## src/rv_exec_pkg.sv

```systemverilog
package rv_exec_pkg;

    typedef logic [31:0] word_t;
    typedef logic [6:0]  opcode_t;
    typedef logic [4:0]  reg_idx_t;
    typedef logic [3:0]  alu_op_t;
    typedef logic [2:0]  branch_op_t;

    // base opcodes handled by the stage
    localparam opcode_t OPC_LUI    = 7'b0110111;
    localparam opcode_t OPC_AUIPC  = 7'b0010111;
    localparam opcode_t OPC_JAL    = 7'b1101111;
    localparam opcode_t OPC_JALR   = 7'b1100111;
    localparam opcode_t OPC_BRANCH = 7'b1100011;
    localparam opcode_t OPC_OP_IMM = 7'b0010011;
    localparam opcode_t OPC_OP     = 7'b0110011;

    // alu operation codes
    localparam alu_op_t ALU_ADD    = 4'd0;
    localparam alu_op_t ALU_SUB    = 4'd1;
    localparam alu_op_t ALU_SLL    = 4'd2;
    localparam alu_op_t ALU_SLT    = 4'd3;
    localparam alu_op_t ALU_SLTU   = 4'd4;
    localparam alu_op_t ALU_XOR    = 4'd5;
    localparam alu_op_t ALU_SRL    = 4'd6;
    localparam alu_op_t ALU_SRA    = 4'd7;
    localparam alu_op_t ALU_OR     = 4'd8;
    localparam alu_op_t ALU_AND    = 4'd9;
    localparam alu_op_t ALU_PASS_B = 4'd10;

    // branch comparison codes
    localparam branch_op_t BR_EQ   = 3'd0;
    localparam branch_op_t BR_NE   = 3'd1;
    localparam branch_op_t BR_LT   = 3'd2;
    localparam branch_op_t BR_LTU  = 3'd3;
    localparam branch_op_t BR_GE   = 3'd4;
    localparam branch_op_t BR_GEU  = 3'd5;
    localparam branch_op_t BR_JUMP = 3'd6;
    localparam branch_op_t BR_NONE = 3'd7;

    // one instruction as handed to the stage
    typedef struct packed {
        word_t    instr;
        word_t    pc;
        word_t    rs1_data;
        word_t    rs2_data;
        reg_idx_t rd;
    } issue_t;

    // bundle between decode and execute
    typedef struct packed {
        word_t      a_operand;
        word_t      b_operand;
        alu_op_t    alu_op;
        branch_op_t branch_op;
        logic       is_jalr;
        logic       link;
        word_t      imm;
        word_t      pc;
        word_t      rs1_data;
        word_t      rs2_data;
        reg_idx_t   rd;
        logic       wr_en;
        logic       illegal;
    } decoded_t;

    typedef struct packed {
        logic     valid;
        reg_idx_t rd;
        word_t    value;
        logic     wr_en;
        logic     illegal;
    } wb_t;

    typedef struct packed {
        logic  taken;
        word_t target;
    } redirect_t;

endpackage

```

## src/ex_ctrl.sv

```systemverilog
module ex_ctrl (
    input  rv_exec_pkg::opcode_t    opcode,
    input  logic [2:0]              funct3,
    output logic                    a_sel,     // 0: rs1, 1: pc
    output logic                    b_sel,     // 0: rs2, 1: imm
    output rv_exec_pkg::branch_op_t branch_op
);
    logic is_auipc;
    logic is_jal;
    logic is_jalr;
    logic is_branch;
    logic is_op;

    assign is_auipc  = (opcode == rv_exec_pkg::OPC_AUIPC);
    assign is_jal    = (opcode == rv_exec_pkg::OPC_JAL);
    assign is_jalr   = (opcode == rv_exec_pkg::OPC_JALR);
    assign is_branch = (opcode == rv_exec_pkg::OPC_BRANCH);
    assign is_op     = (opcode == rv_exec_pkg::OPC_OP);

    // most instructions read rs1, only these need the pc
    assign a_sel = is_auipc || is_jal || is_branch;

    // register-register ops are the only users of rs2 on the alu
    assign b_sel = !is_op;

    always_comb
    begin
        branch_op = rv_exec_pkg::BR_NONE;
        if (is_jal || is_jalr)
        begin
            branch_op = rv_exec_pkg::BR_JUMP;
        end
        else if (is_branch)
        begin
            // funct3 order differs from the comparison codes
            case (funct3)
                3'b000:  branch_op = rv_exec_pkg::BR_EQ;
                3'b001:  branch_op = rv_exec_pkg::BR_NE;
                3'b100:  branch_op = rv_exec_pkg::BR_LT;
                3'b101:  branch_op = rv_exec_pkg::BR_GE;
                3'b110:  branch_op = rv_exec_pkg::BR_LTU;
                3'b111:  branch_op = rv_exec_pkg::BR_GEU;
                default: branch_op = rv_exec_pkg::BR_NONE;
            endcase
        end
    end

endmodule

```

## src/instr_decode.sv

```systemverilog
module instr_decode (
    input  logic                  clk,
    input  logic                  reset,
    input  logic                  stall,
    input  logic                  in_valid,
    input  rv_exec_pkg::issue_t   issue,
    output rv_exec_pkg::decoded_t dec,
    output logic                  dec_valid
);
    rv_exec_pkg::opcode_t    opcode;
    logic [2:0]              funct3;
    logic                    funct7_b5;
    logic                    a_sel;
    logic                    b_sel;
    rv_exec_pkg::branch_op_t branch_op;
    rv_exec_pkg::word_t      imm;
    rv_exec_pkg::alu_op_t    alu_op;
    logic                    legal;
    rv_exec_pkg::decoded_t   dec_next;

    assign opcode    = issue.instr[6:0];
    assign funct3    = issue.instr[14:12];
    assign funct7_b5 = issue.instr[30];

    ex_ctrl i_ex_ctrl (
        .opcode    (opcode),
        .funct3    (funct3),
        .a_sel     (a_sel),
        .b_sel     (b_sel),
        .branch_op (branch_op)
    );

    // immediate format by opcode, I-type for everything else
    always_comb
    begin
        case (opcode)
            rv_exec_pkg::OPC_LUI,
            rv_exec_pkg::OPC_AUIPC:  imm = {issue.instr[31:12], 12'b0};
            rv_exec_pkg::OPC_JAL:    imm = {{11{issue.instr[31]}}, issue.instr[31],
                                            issue.instr[19:12], issue.instr[20],
                                            issue.instr[30:21], 1'b0};
            rv_exec_pkg::OPC_BRANCH: imm = {{19{issue.instr[31]}}, issue.instr[31],
                                            issue.instr[7], issue.instr[30:25],
                                            issue.instr[11:8], 1'b0};
            default:                 imm = {{20{issue.instr[31]}}, issue.instr[31:20]};
        endcase
    end

    always_comb
    begin
        case (opcode)
            rv_exec_pkg::OPC_LUI,
            rv_exec_pkg::OPC_AUIPC,
            rv_exec_pkg::OPC_JAL,
            rv_exec_pkg::OPC_JALR,
            rv_exec_pkg::OPC_BRANCH,
            rv_exec_pkg::OPC_OP_IMM,
            rv_exec_pkg::OPC_OP: legal = 1'b1;
            default:             legal = 1'b0;
        endcase
    end

    // add covers auipc, jal, jalr and branches
    always_comb
    begin
        alu_op = rv_exec_pkg::ALU_ADD;
        if (opcode == rv_exec_pkg::OPC_LUI)
        begin
            alu_op = rv_exec_pkg::ALU_PASS_B;
        end
        else if (opcode == rv_exec_pkg::OPC_OP || opcode == rv_exec_pkg::OPC_OP_IMM)
        begin
            case (funct3)
                3'b000:  alu_op = (opcode == rv_exec_pkg::OPC_OP && funct7_b5) ?
                                  rv_exec_pkg::ALU_SUB : rv_exec_pkg::ALU_ADD;
                3'b001:  alu_op = rv_exec_pkg::ALU_SLL;
                3'b010:  alu_op = rv_exec_pkg::ALU_SLT;
                3'b011:  alu_op = rv_exec_pkg::ALU_SLTU;
                3'b100:  alu_op = rv_exec_pkg::ALU_XOR;
                3'b101:  alu_op = funct7_b5 ? rv_exec_pkg::ALU_SRA : rv_exec_pkg::ALU_SRL;
                3'b110:  alu_op = rv_exec_pkg::ALU_OR;
                default: alu_op = rv_exec_pkg::ALU_AND;
            endcase
        end
    end

    always_comb
    begin
        dec_next.a_operand = a_sel ? issue.pc : issue.rs1_data;
        dec_next.b_operand = b_sel ? imm : issue.rs2_data;
        dec_next.alu_op    = alu_op;
        dec_next.branch_op = branch_op;
        dec_next.is_jalr   = (opcode == rv_exec_pkg::OPC_JALR);
        dec_next.link      = (opcode == rv_exec_pkg::OPC_JAL) || dec_next.is_jalr;
        dec_next.imm       = imm;
        dec_next.pc        = issue.pc;
        dec_next.rs1_data  = issue.rs1_data;
        dec_next.rs2_data  = issue.rs2_data;
        dec_next.rd        = issue.rd;
        // no write for branches, x0 or anything not decoded
        dec_next.wr_en     = legal && (opcode != rv_exec_pkg::OPC_BRANCH) && (issue.rd != '0);
        dec_next.illegal   = !legal;
    end

    always_ff @(posedge clk)
    begin
        if (reset)
        begin
            dec_valid <= 1'b0;
        end
        else if (!stall)
        begin
            dec_valid <= in_valid;
            dec       <= dec_next;
        end
    end

endmodule

```

## src/alu.sv

```systemverilog
module alu (
    input  rv_exec_pkg::word_t   a,
    input  rv_exec_pkg::word_t   b,
    input  rv_exec_pkg::alu_op_t op,
    output rv_exec_pkg::word_t   result
);
    logic [4:0] shamt;
    logic       lt_signed;
    logic       lt_unsigned;

    // only the low five bits count as shift amount
    assign shamt = b[4:0];

    assign lt_signed   = $signed(a) < $signed(b);
    assign lt_unsigned = a < b;

    always_comb
    begin
        case (op)
            rv_exec_pkg::ALU_ADD:
                result = a + b;
            rv_exec_pkg::ALU_SUB:
                result = a - b;
            rv_exec_pkg::ALU_SLL:
                result = a << shamt;
            rv_exec_pkg::ALU_SLT:
                result = {31'b0, lt_signed};
            rv_exec_pkg::ALU_SLTU:
                result = {31'b0, lt_unsigned};
            rv_exec_pkg::ALU_XOR:
                result = a ^ b;
            rv_exec_pkg::ALU_SRL:
                result = a >> shamt;
            rv_exec_pkg::ALU_SRA:
            begin
                // arithmetic shift keeps the sign bit
                result = $signed(a) >>> shamt;
            end
            rv_exec_pkg::ALU_OR:
                result = a | b;
            rv_exec_pkg::ALU_AND:
                result = a & b;
            rv_exec_pkg::ALU_PASS_B:
                result = b;
            default:
                result = '0;
        endcase
    end

endmodule

```

## src/branch_unit.sv

```systemverilog
module branch_unit (
    input  rv_exec_pkg::decoded_t dec,
    output logic                  taken,
    output rv_exec_pkg::word_t    target
);
    logic               eq;
    logic               lt;
    logic               ltu;
    rv_exec_pkg::word_t base;
    rv_exec_pkg::word_t sum;

    assign eq  = (dec.rs1_data == dec.rs2_data);
    assign lt  = $signed(dec.rs1_data) < $signed(dec.rs2_data);
    assign ltu = (dec.rs1_data < dec.rs2_data);

    always_comb
    begin
        case (dec.branch_op)
            rv_exec_pkg::BR_EQ:   taken = eq;
            rv_exec_pkg::BR_NE:   taken = !eq;
            rv_exec_pkg::BR_LT:   taken = lt;
            rv_exec_pkg::BR_LTU:  taken = ltu;
            rv_exec_pkg::BR_GE:   taken = !lt;
            rv_exec_pkg::BR_GEU:  taken = !ltu;
            rv_exec_pkg::BR_JUMP: taken = 1'b1;
            default:              taken = 1'b0;
        endcase
    end

    // jalr is register relative, everything else pc relative
    assign base = dec.is_jalr ? dec.rs1_data : dec.pc;
    assign sum  = base + dec.imm;

    // jalr drops bit 0 of the sum
    assign target = {sum[31:1], sum[0] & !dec.is_jalr};

endmodule

```

## src/exec_result.sv

```systemverilog
module exec_result (
    input  logic                   clk,
    input  logic                   reset,
    input  logic                   stall,
    input  rv_exec_pkg::decoded_t  dec,
    input  logic                   dec_valid,
    input  rv_exec_pkg::word_t     alu_result,
    input  logic                   taken,
    input  rv_exec_pkg::word_t     target,
    output rv_exec_pkg::wb_t       wb,
    output rv_exec_pkg::redirect_t redirect
);
    rv_exec_pkg::word_t value;
    rv_exec_pkg::word_t link_addr;
    logic               wr_en_next;
    logic               taken_next;

    // return address for jal and jalr
    assign link_addr = dec.pc + 32'd4;
    assign value     = dec.link ? link_addr : alu_result;

    assign wr_en_next = dec_valid && dec.wr_en;

    // an illegal instruction never redirects
    assign taken_next = dec_valid && taken && !dec.illegal;

    always_ff @(posedge clk)
    begin
        if (reset)
        begin
            wb.valid       <= 1'b0;
            wb.wr_en       <= 1'b0;
            redirect.taken <= 1'b0;
        end
        else if (!stall)
        begin
            wb.valid        <= dec_valid;
            wb.rd           <= dec.rd;
            wb.value        <= value;
            wb.wr_en        <= wr_en_next;
            wb.illegal      <= dec.illegal;
            redirect.taken  <= taken_next;
            redirect.target <= target;
        end
    end

endmodule

```

## src/exec_stage.sv

```systemverilog
module exec_stage (
    input  logic                   clk,
    input  logic                   reset,
    input  logic                   stall,
    input  logic                   in_valid,
    input  rv_exec_pkg::issue_t    issue,
    output rv_exec_pkg::wb_t       wb,
    output rv_exec_pkg::redirect_t redirect
);
    rv_exec_pkg::decoded_t dec;
    logic                  dec_valid;
    rv_exec_pkg::word_t    alu_result;
    logic                  taken;
    rv_exec_pkg::word_t    target;

    // first register stage
    instr_decode i_instr_decode (
        .clk       (clk),
        .reset     (reset),
        .stall     (stall),
        .in_valid  (in_valid),
        .issue     (issue),
        .dec       (dec),
        .dec_valid (dec_valid)
    );

    alu i_alu (
        .a      (dec.a_operand),
        .b      (dec.b_operand),
        .op     (dec.alu_op),
        .result (alu_result)
    );

    branch_unit i_branch_unit (
        .dec    (dec),
        .taken  (taken),
        .target (target)
    );

    // second register stage
    exec_result i_exec_result (
        .clk        (clk),
        .reset      (reset),
        .stall      (stall),
        .dec        (dec),
        .dec_valid  (dec_valid),
        .alu_result (alu_result),
        .taken      (taken),
        .target     (target),
        .wb         (wb),
        .redirect   (redirect)
    );

endmodule

```

## config.mk

```make
export PLATFORM = sky130hd
export DESIGN_NAME = exec_stage
export DESIGN_NICKNAME = d
export VERILOG_FILES = /design/src/rv_exec_pkg.sv /design/src/ex_ctrl.sv /design/src/instr_decode.sv /design/src/alu.sv /design/src/branch_unit.sv /design/src/exec_result.sv /design/src/exec_stage.sv
export SDC_FILE = /design/constraint.sdc
export NUM_CORES = 1
export LEC_CHECK = 0
export BUFFER_PORTS_ARGS = -buffer_cell sky130_fd_sc_hd__buf_4
export CAP_MARGIN = 20
export CORE_MARGIN = 5
export CORE_UTILIZATION = 26
export DETAILED_ROUTE_END_ITERATION = 6
export GPL_TIMING_DRIVEN = 0
export HOLD_SLACK_MARGIN = 0.15
export SYNTH_ARGS = -nofsm -noshare
export SYNTH_HDL_FRONTEND = slang
export SYNTH_SLANG_ARGS = --single-unit
```

## constraint.sdc

```tcl
create_clock -name clk -period 16.58 [get_ports clk]
set_input_delay 3.316 -clock clk [delete_from_list [all_inputs] [get_ports clk]]
set_output_delay 3.316 -clock clk [all_outputs]
set_load 0.05 [all_outputs]
```

# Yosys cells after proc, flatten, opt, wreduce, memory -nomap -nowiden
# Index checks and enable logic that the tools add are counted.
# totals
register_bits	282
out_inout_bits	73
wordCells	113
# classes
addsub	4
n_lt_le_gt_ge	4
eq_ne	32
n_shift	3
mux	14
bitwise_logic	8
reduce_logical	25
# ops
operator	n
32-bit one-hot mux with 11 select lines	1
32-bit < comparator	4
32-bit 2-to-1 mux	4
31-bit one-hot mux with 3 select lines	1
32-bit adder	2
32-bit by 3-bit adder with 32-bit output, second input constant	1
32-bit bitwise AND	1
32-bit equality test	1
32-bit OR	1
32-bit by 5-bit left shift with 32-bit output	1
32-bit by 5-bit right shift with 32-bit output	1
32-bit by 5-bit >>> shifter with 32-bit output	1
32-bit subtractor	1
32-bit XOR	1
4-bit one-hot mux with 7 select lines	1
3-bit equality test, second input constant	7
7-bit equality test, second input constant	3
3-bit one-hot mux with 6 select lines	1
4-bit by 3-bit equality test with 1-bit output, second input constant	4
7-bit by 5-bit equality test with 1-bit output, second input constant	2
7-bit by 6-bit equality test with 1-bit output, second input constant	2
3-bit by 2-bit equality test with 1-bit output, second input constant	4
4-bit equality test, second input constant	3
4-bit by 2-bit equality test with 1-bit output, second input constant	2
other kinds (17)	40

# Depth between registers and ports, before layout
# depth
word_depth	5
ltp_mapped	16

# By module
# From an unflattened synthesis, not the netlist that was laid out.
# unflattened
hier_cells	2391
area_unflattened_um2	23074.6
# modules_own_cells
module	instances	cells_each	area_per_inst_um2	seq_area_each_um2
alu	1	1370	9356.5	0.0
instr_decode	1	399	7676.1	6266.0
exec_result	1	247	3181.8	2162.1
branch_unit	1	360	2756.4	0.0
ex_ctrl	1	15	103.8	0.0

# Worst setup path before layout
# No wires, ideal clock.
# synth_path
path_kind	input to register
from	in reset
to	reg, netlist name i_exec_result.redirect[32]
setup_ns	0.124
arrival_ns	17.091
required_time_ns	16.456
path_slack_ns	-0.635
path_stages	3
path_cell_list	nor2_1 -> o311ai_0 -> o22ai_1
# synth_rtl
element	line	rtl
from (decl)	exec_stage.sv:3	input logic reset,

# Final worst setup path
# layout_path
from	reg, netlist name i_instr_decode.dec[147]
to	reg, netlist name i_exec_result.wb[27]
# layout_via
elab_chain_cells	3
# layout_rtl
element	line	rtl
32-bit subtractor, or another cell as far along	alu.sv:23	result = a - b;
32-bit one-hot mux with 11 select lines *	alu.sv:19	case (op)
32-bit 2-to-1 mux *	exec_result.sv:20	assign value = dec.link ? link_addr : alu_result;
via i_exec_result.value[25]	exec_result.sv:13	rv_exec_pkg::word_t value;
# Mark *: on every way through the listed nets, which the timed path passes. The rest lies on a longest branch.
# A chain may end at the register's enable or synchronous reset.

==> reports/summary.txt <==
grt total ovfl: 0
syn avg cell area: 9.647 µm²
TritonCTS Buffers: 30
Setup crit start: i_instr_decode.dec[147]$_DFFE_PP_
number of synthesized flops with an enable pin: 278
setup bufs post-CTS: 0
net count reported at finish: 2839
io pins: 210
hold path depth: 0
power density over cell area: 86.74 nW/µm²
Residual DRC: 0
most common cell after layout, fill and taps aside: edfxtp_1
Setup TNS: 0 ps
reg-to-reg endpoint: i_exec_result.wb[27]$_DFFE_PP_
HPWL after DPL: 82.36 mm
Max rail drop VDD: 0.09089 mV
#FFs+latches synth: 282
clk sinks: 282
CTS tree: built
post-route ant nets: 0
syn nets: 2588
CP startpoint kind: flop
crit path kind: flop to flop
final instance area: 26220 µm²
Reg-to-Reg Start: i_instr_decode.dec[147]$_DFFE_PP_
Routed WL: 101.8 mm
Worst-Margin Slew: 1254 ps
Tcrit/Tclk final: 38.50%
CP Capture Type: flop
Hold Crit Class: flop to flop
Placer Congestion: 0.9854
Cell Area, Synth: 22000 µm²
worst setup path endpoint: i_exec_result.wb[27]$_DFFE_PP_
CTS root buffer: clkbuf_16
Slew Limit Fails: 0
worst-path fanout max: 11
GR Util All Layers: 21.45%
DR WL/cell: 27.58 µm
Gate Count Post-Synth: 2280
run status: complete, no violations
most used cells in the layout excluding fill and tap cells: edfxtp_1, buf_4, nor2_1
sequential element share of the synthesized area: 38.32%
r2r worst-path depth: 15
Slew headroom: 15.68%
clock buffer depth: 3
Leak Pwr: 10.32 nW
setup violators final: 0
Async SR Flop Fraction: 0%
top_reg_cell synth: edfxtp_1
initial drt markers: 2182
post-CTS sizing: 0
# diodes: 0
insertion delay to the later sink of the worst-skew pair: 580 ps
initial antenna violation count: 2
initial core utilization: 26.24%
H-tree Lvls: 1
RSZ-0062 raised after global routing: no
layout cells sized above 1: 17.69%
final hold viol count: 0
Yosys cell types: 93
Die Area: 90520 µm²
Min Clock Period, post-route: 6384 ps
Core Region: 83820 µm²
first-pass GRT wire length: 143.3 mm
hold_buf cts: 0
Max-cap violations: 0
Via Count: 20270
CP arrival: 6630 ps
CP required: 16830 ps
Syn. warnings: 0
drt via density: 5.496
number of global-route vias before repair: 19910
port bufs: 206
Clk pin slew, worst setup/hold paths: 70 ps
Die Ht: 300.9 µm
Core Rows: 106
clk_skew: 30.56 ps
Area growth, synth to finish: 19.19%
pin count of the biggest net entering global routing: 37
fmax: 156.6 MHz
DIE WIDTH: 300.9 µm
Pre-Repair DR Iteration Count: 6
Placed Area: 25230 µm²
flop2flop setup slack: 10200 ps
synth_stat cells (39+ instances only):
master	number	area, µm²
ha_1	168	2102
o21ai_0	139	695.7
nand3_1	39	195.2
a21o_1	56	420.4
mux2i_1	81	810.8
nand2_1	137	514.2
clkbuf_1	87	326.6
edfxtp_1	278	8348
nor3_1	48	240.2
a21oi_1	182	910.9
xnor2_1	52	455.4
nor2_1	208	780.8
mux2_2	97	1092
inv_1	143	536.8
cells by family (layout without fill, tap and decap cells):
kind of cell / Yosys count / in the layout / share of synthesized area (%)
AND/OR/NAND/NOR: 596 / 596 / 12.80
buffers and inverters: 278 / 553 / 5.142
XOR/XNOR: 75 / 75 / 2.986
multiplexers: 193 / 193 / 10.18
adder cells (fa/ha/maj): 171 / 171 / 9.829
flip-flops: 282 / 282 / 38.32
AO/OA/AOI/OAI: 685 / 685 / 20.75
critical path, stage by stage, from the launching register on:
cell	delay (ps)
edfxtp_1	590
inv_1	180
clkbuf_1	410
buf_1	620
clkbuf_1	710
ha_1	470
inv_1	170
o311ai_0	230
a31oi_1	660
a31oi_2	390
nor3_2	320
nor3b_1	100
xnor2_1	180
nor2_1	110
o41ai_1	620
nand4b_1	280
flip-flops by register name, summed over array words and instances (netlist names):
name / flops
i_instr_decode.dec: 208
i_exec_result.wb: 40
i_exec_result.redirect: 33
i_instr_decode.dec_valid: 1
layer usage:
layer | part of all wire [%] | global-route usage (%)
met1 | 41 | 27.81
met2 | 47 | 36.95
met3 | 6.9 | 2.826
met4 | 4.3 | 7.255
met5 | 0.028 | 0
per-stage QoR:
stage / instances / util [%] / hold WS [ps] / total power [mW] / worst slack [ps]
3_3_place_gp: 3620 / 29.78 / 403.1 / 1.598 / -219.5
6_report: 3689 / 31.28 / 414.3 / 2.274 / 10200
4_1_cts: 3689 / 31.28 / 416.7 / 2.271 / 10490
5_1_grt: 3689 / 31.28 / 420.9 / 2.358 / 10240
3_5_place_dp: 3633 / 30.10 / 404.5 / 1.588 / 10070
2_1_floorplan: 2280 / - / 400.3 / 1.327 / 4613
power breakdown:
| part | switching, mW | total (mW) | internal, mW |
|---|---|---|---|
| sequential | 0.0469 | 0.893 | 0.846 |
| combinational | 0.457 | 0.700 | 0.243 |
| clock | 0.298 | 0.681 | 0.383 |
| total | 0.802 | 2.27 | 1.47 |
worst min-delay path by stage:
stage | from | end | slack, ps
CTS | i_instr_decode.dec[2]$_DFFE_PP_ | i_exec_result.wb[34]$_DFFE_PP_ | 420
finish | i_instr_decode.dec[2]$_DFFE_PP_ | i_exec_result.wb[34]$_DFFE_PP_ | 410
global placement | i_instr_decode.dec[5]$_DFFE_PP_ | i_exec_result.wb[37]$_DFFE_PP_ | 400
detailed placement | i_instr_decode.dec[2]$_DFFE_PP_ | i_exec_result.wb[34]$_DFFE_PP_ | 400
global route | i_instr_decode.dec[2]$_DFFE_PP_ | i_exec_result.wb[34]$_DFFE_PP_ | 420
floorplan | i_instr_decode.dec[2]$_DFFE_PP_ | i_exec_result.wb[34]$_DFFE_PP_ | 400
cell type report:
type                       count  area [µm²]
tap                         1134        1419
clock inverter                23       224.0
buffer                       131       579.3
sequential                   282        8428
fill                        8889       57600
multi-input combinational   1720       12460
timing repair buffer         219        1797
inverter                     147       551.8
clock buffer                  33       762.0
Power figures use the tool's default switching activity.
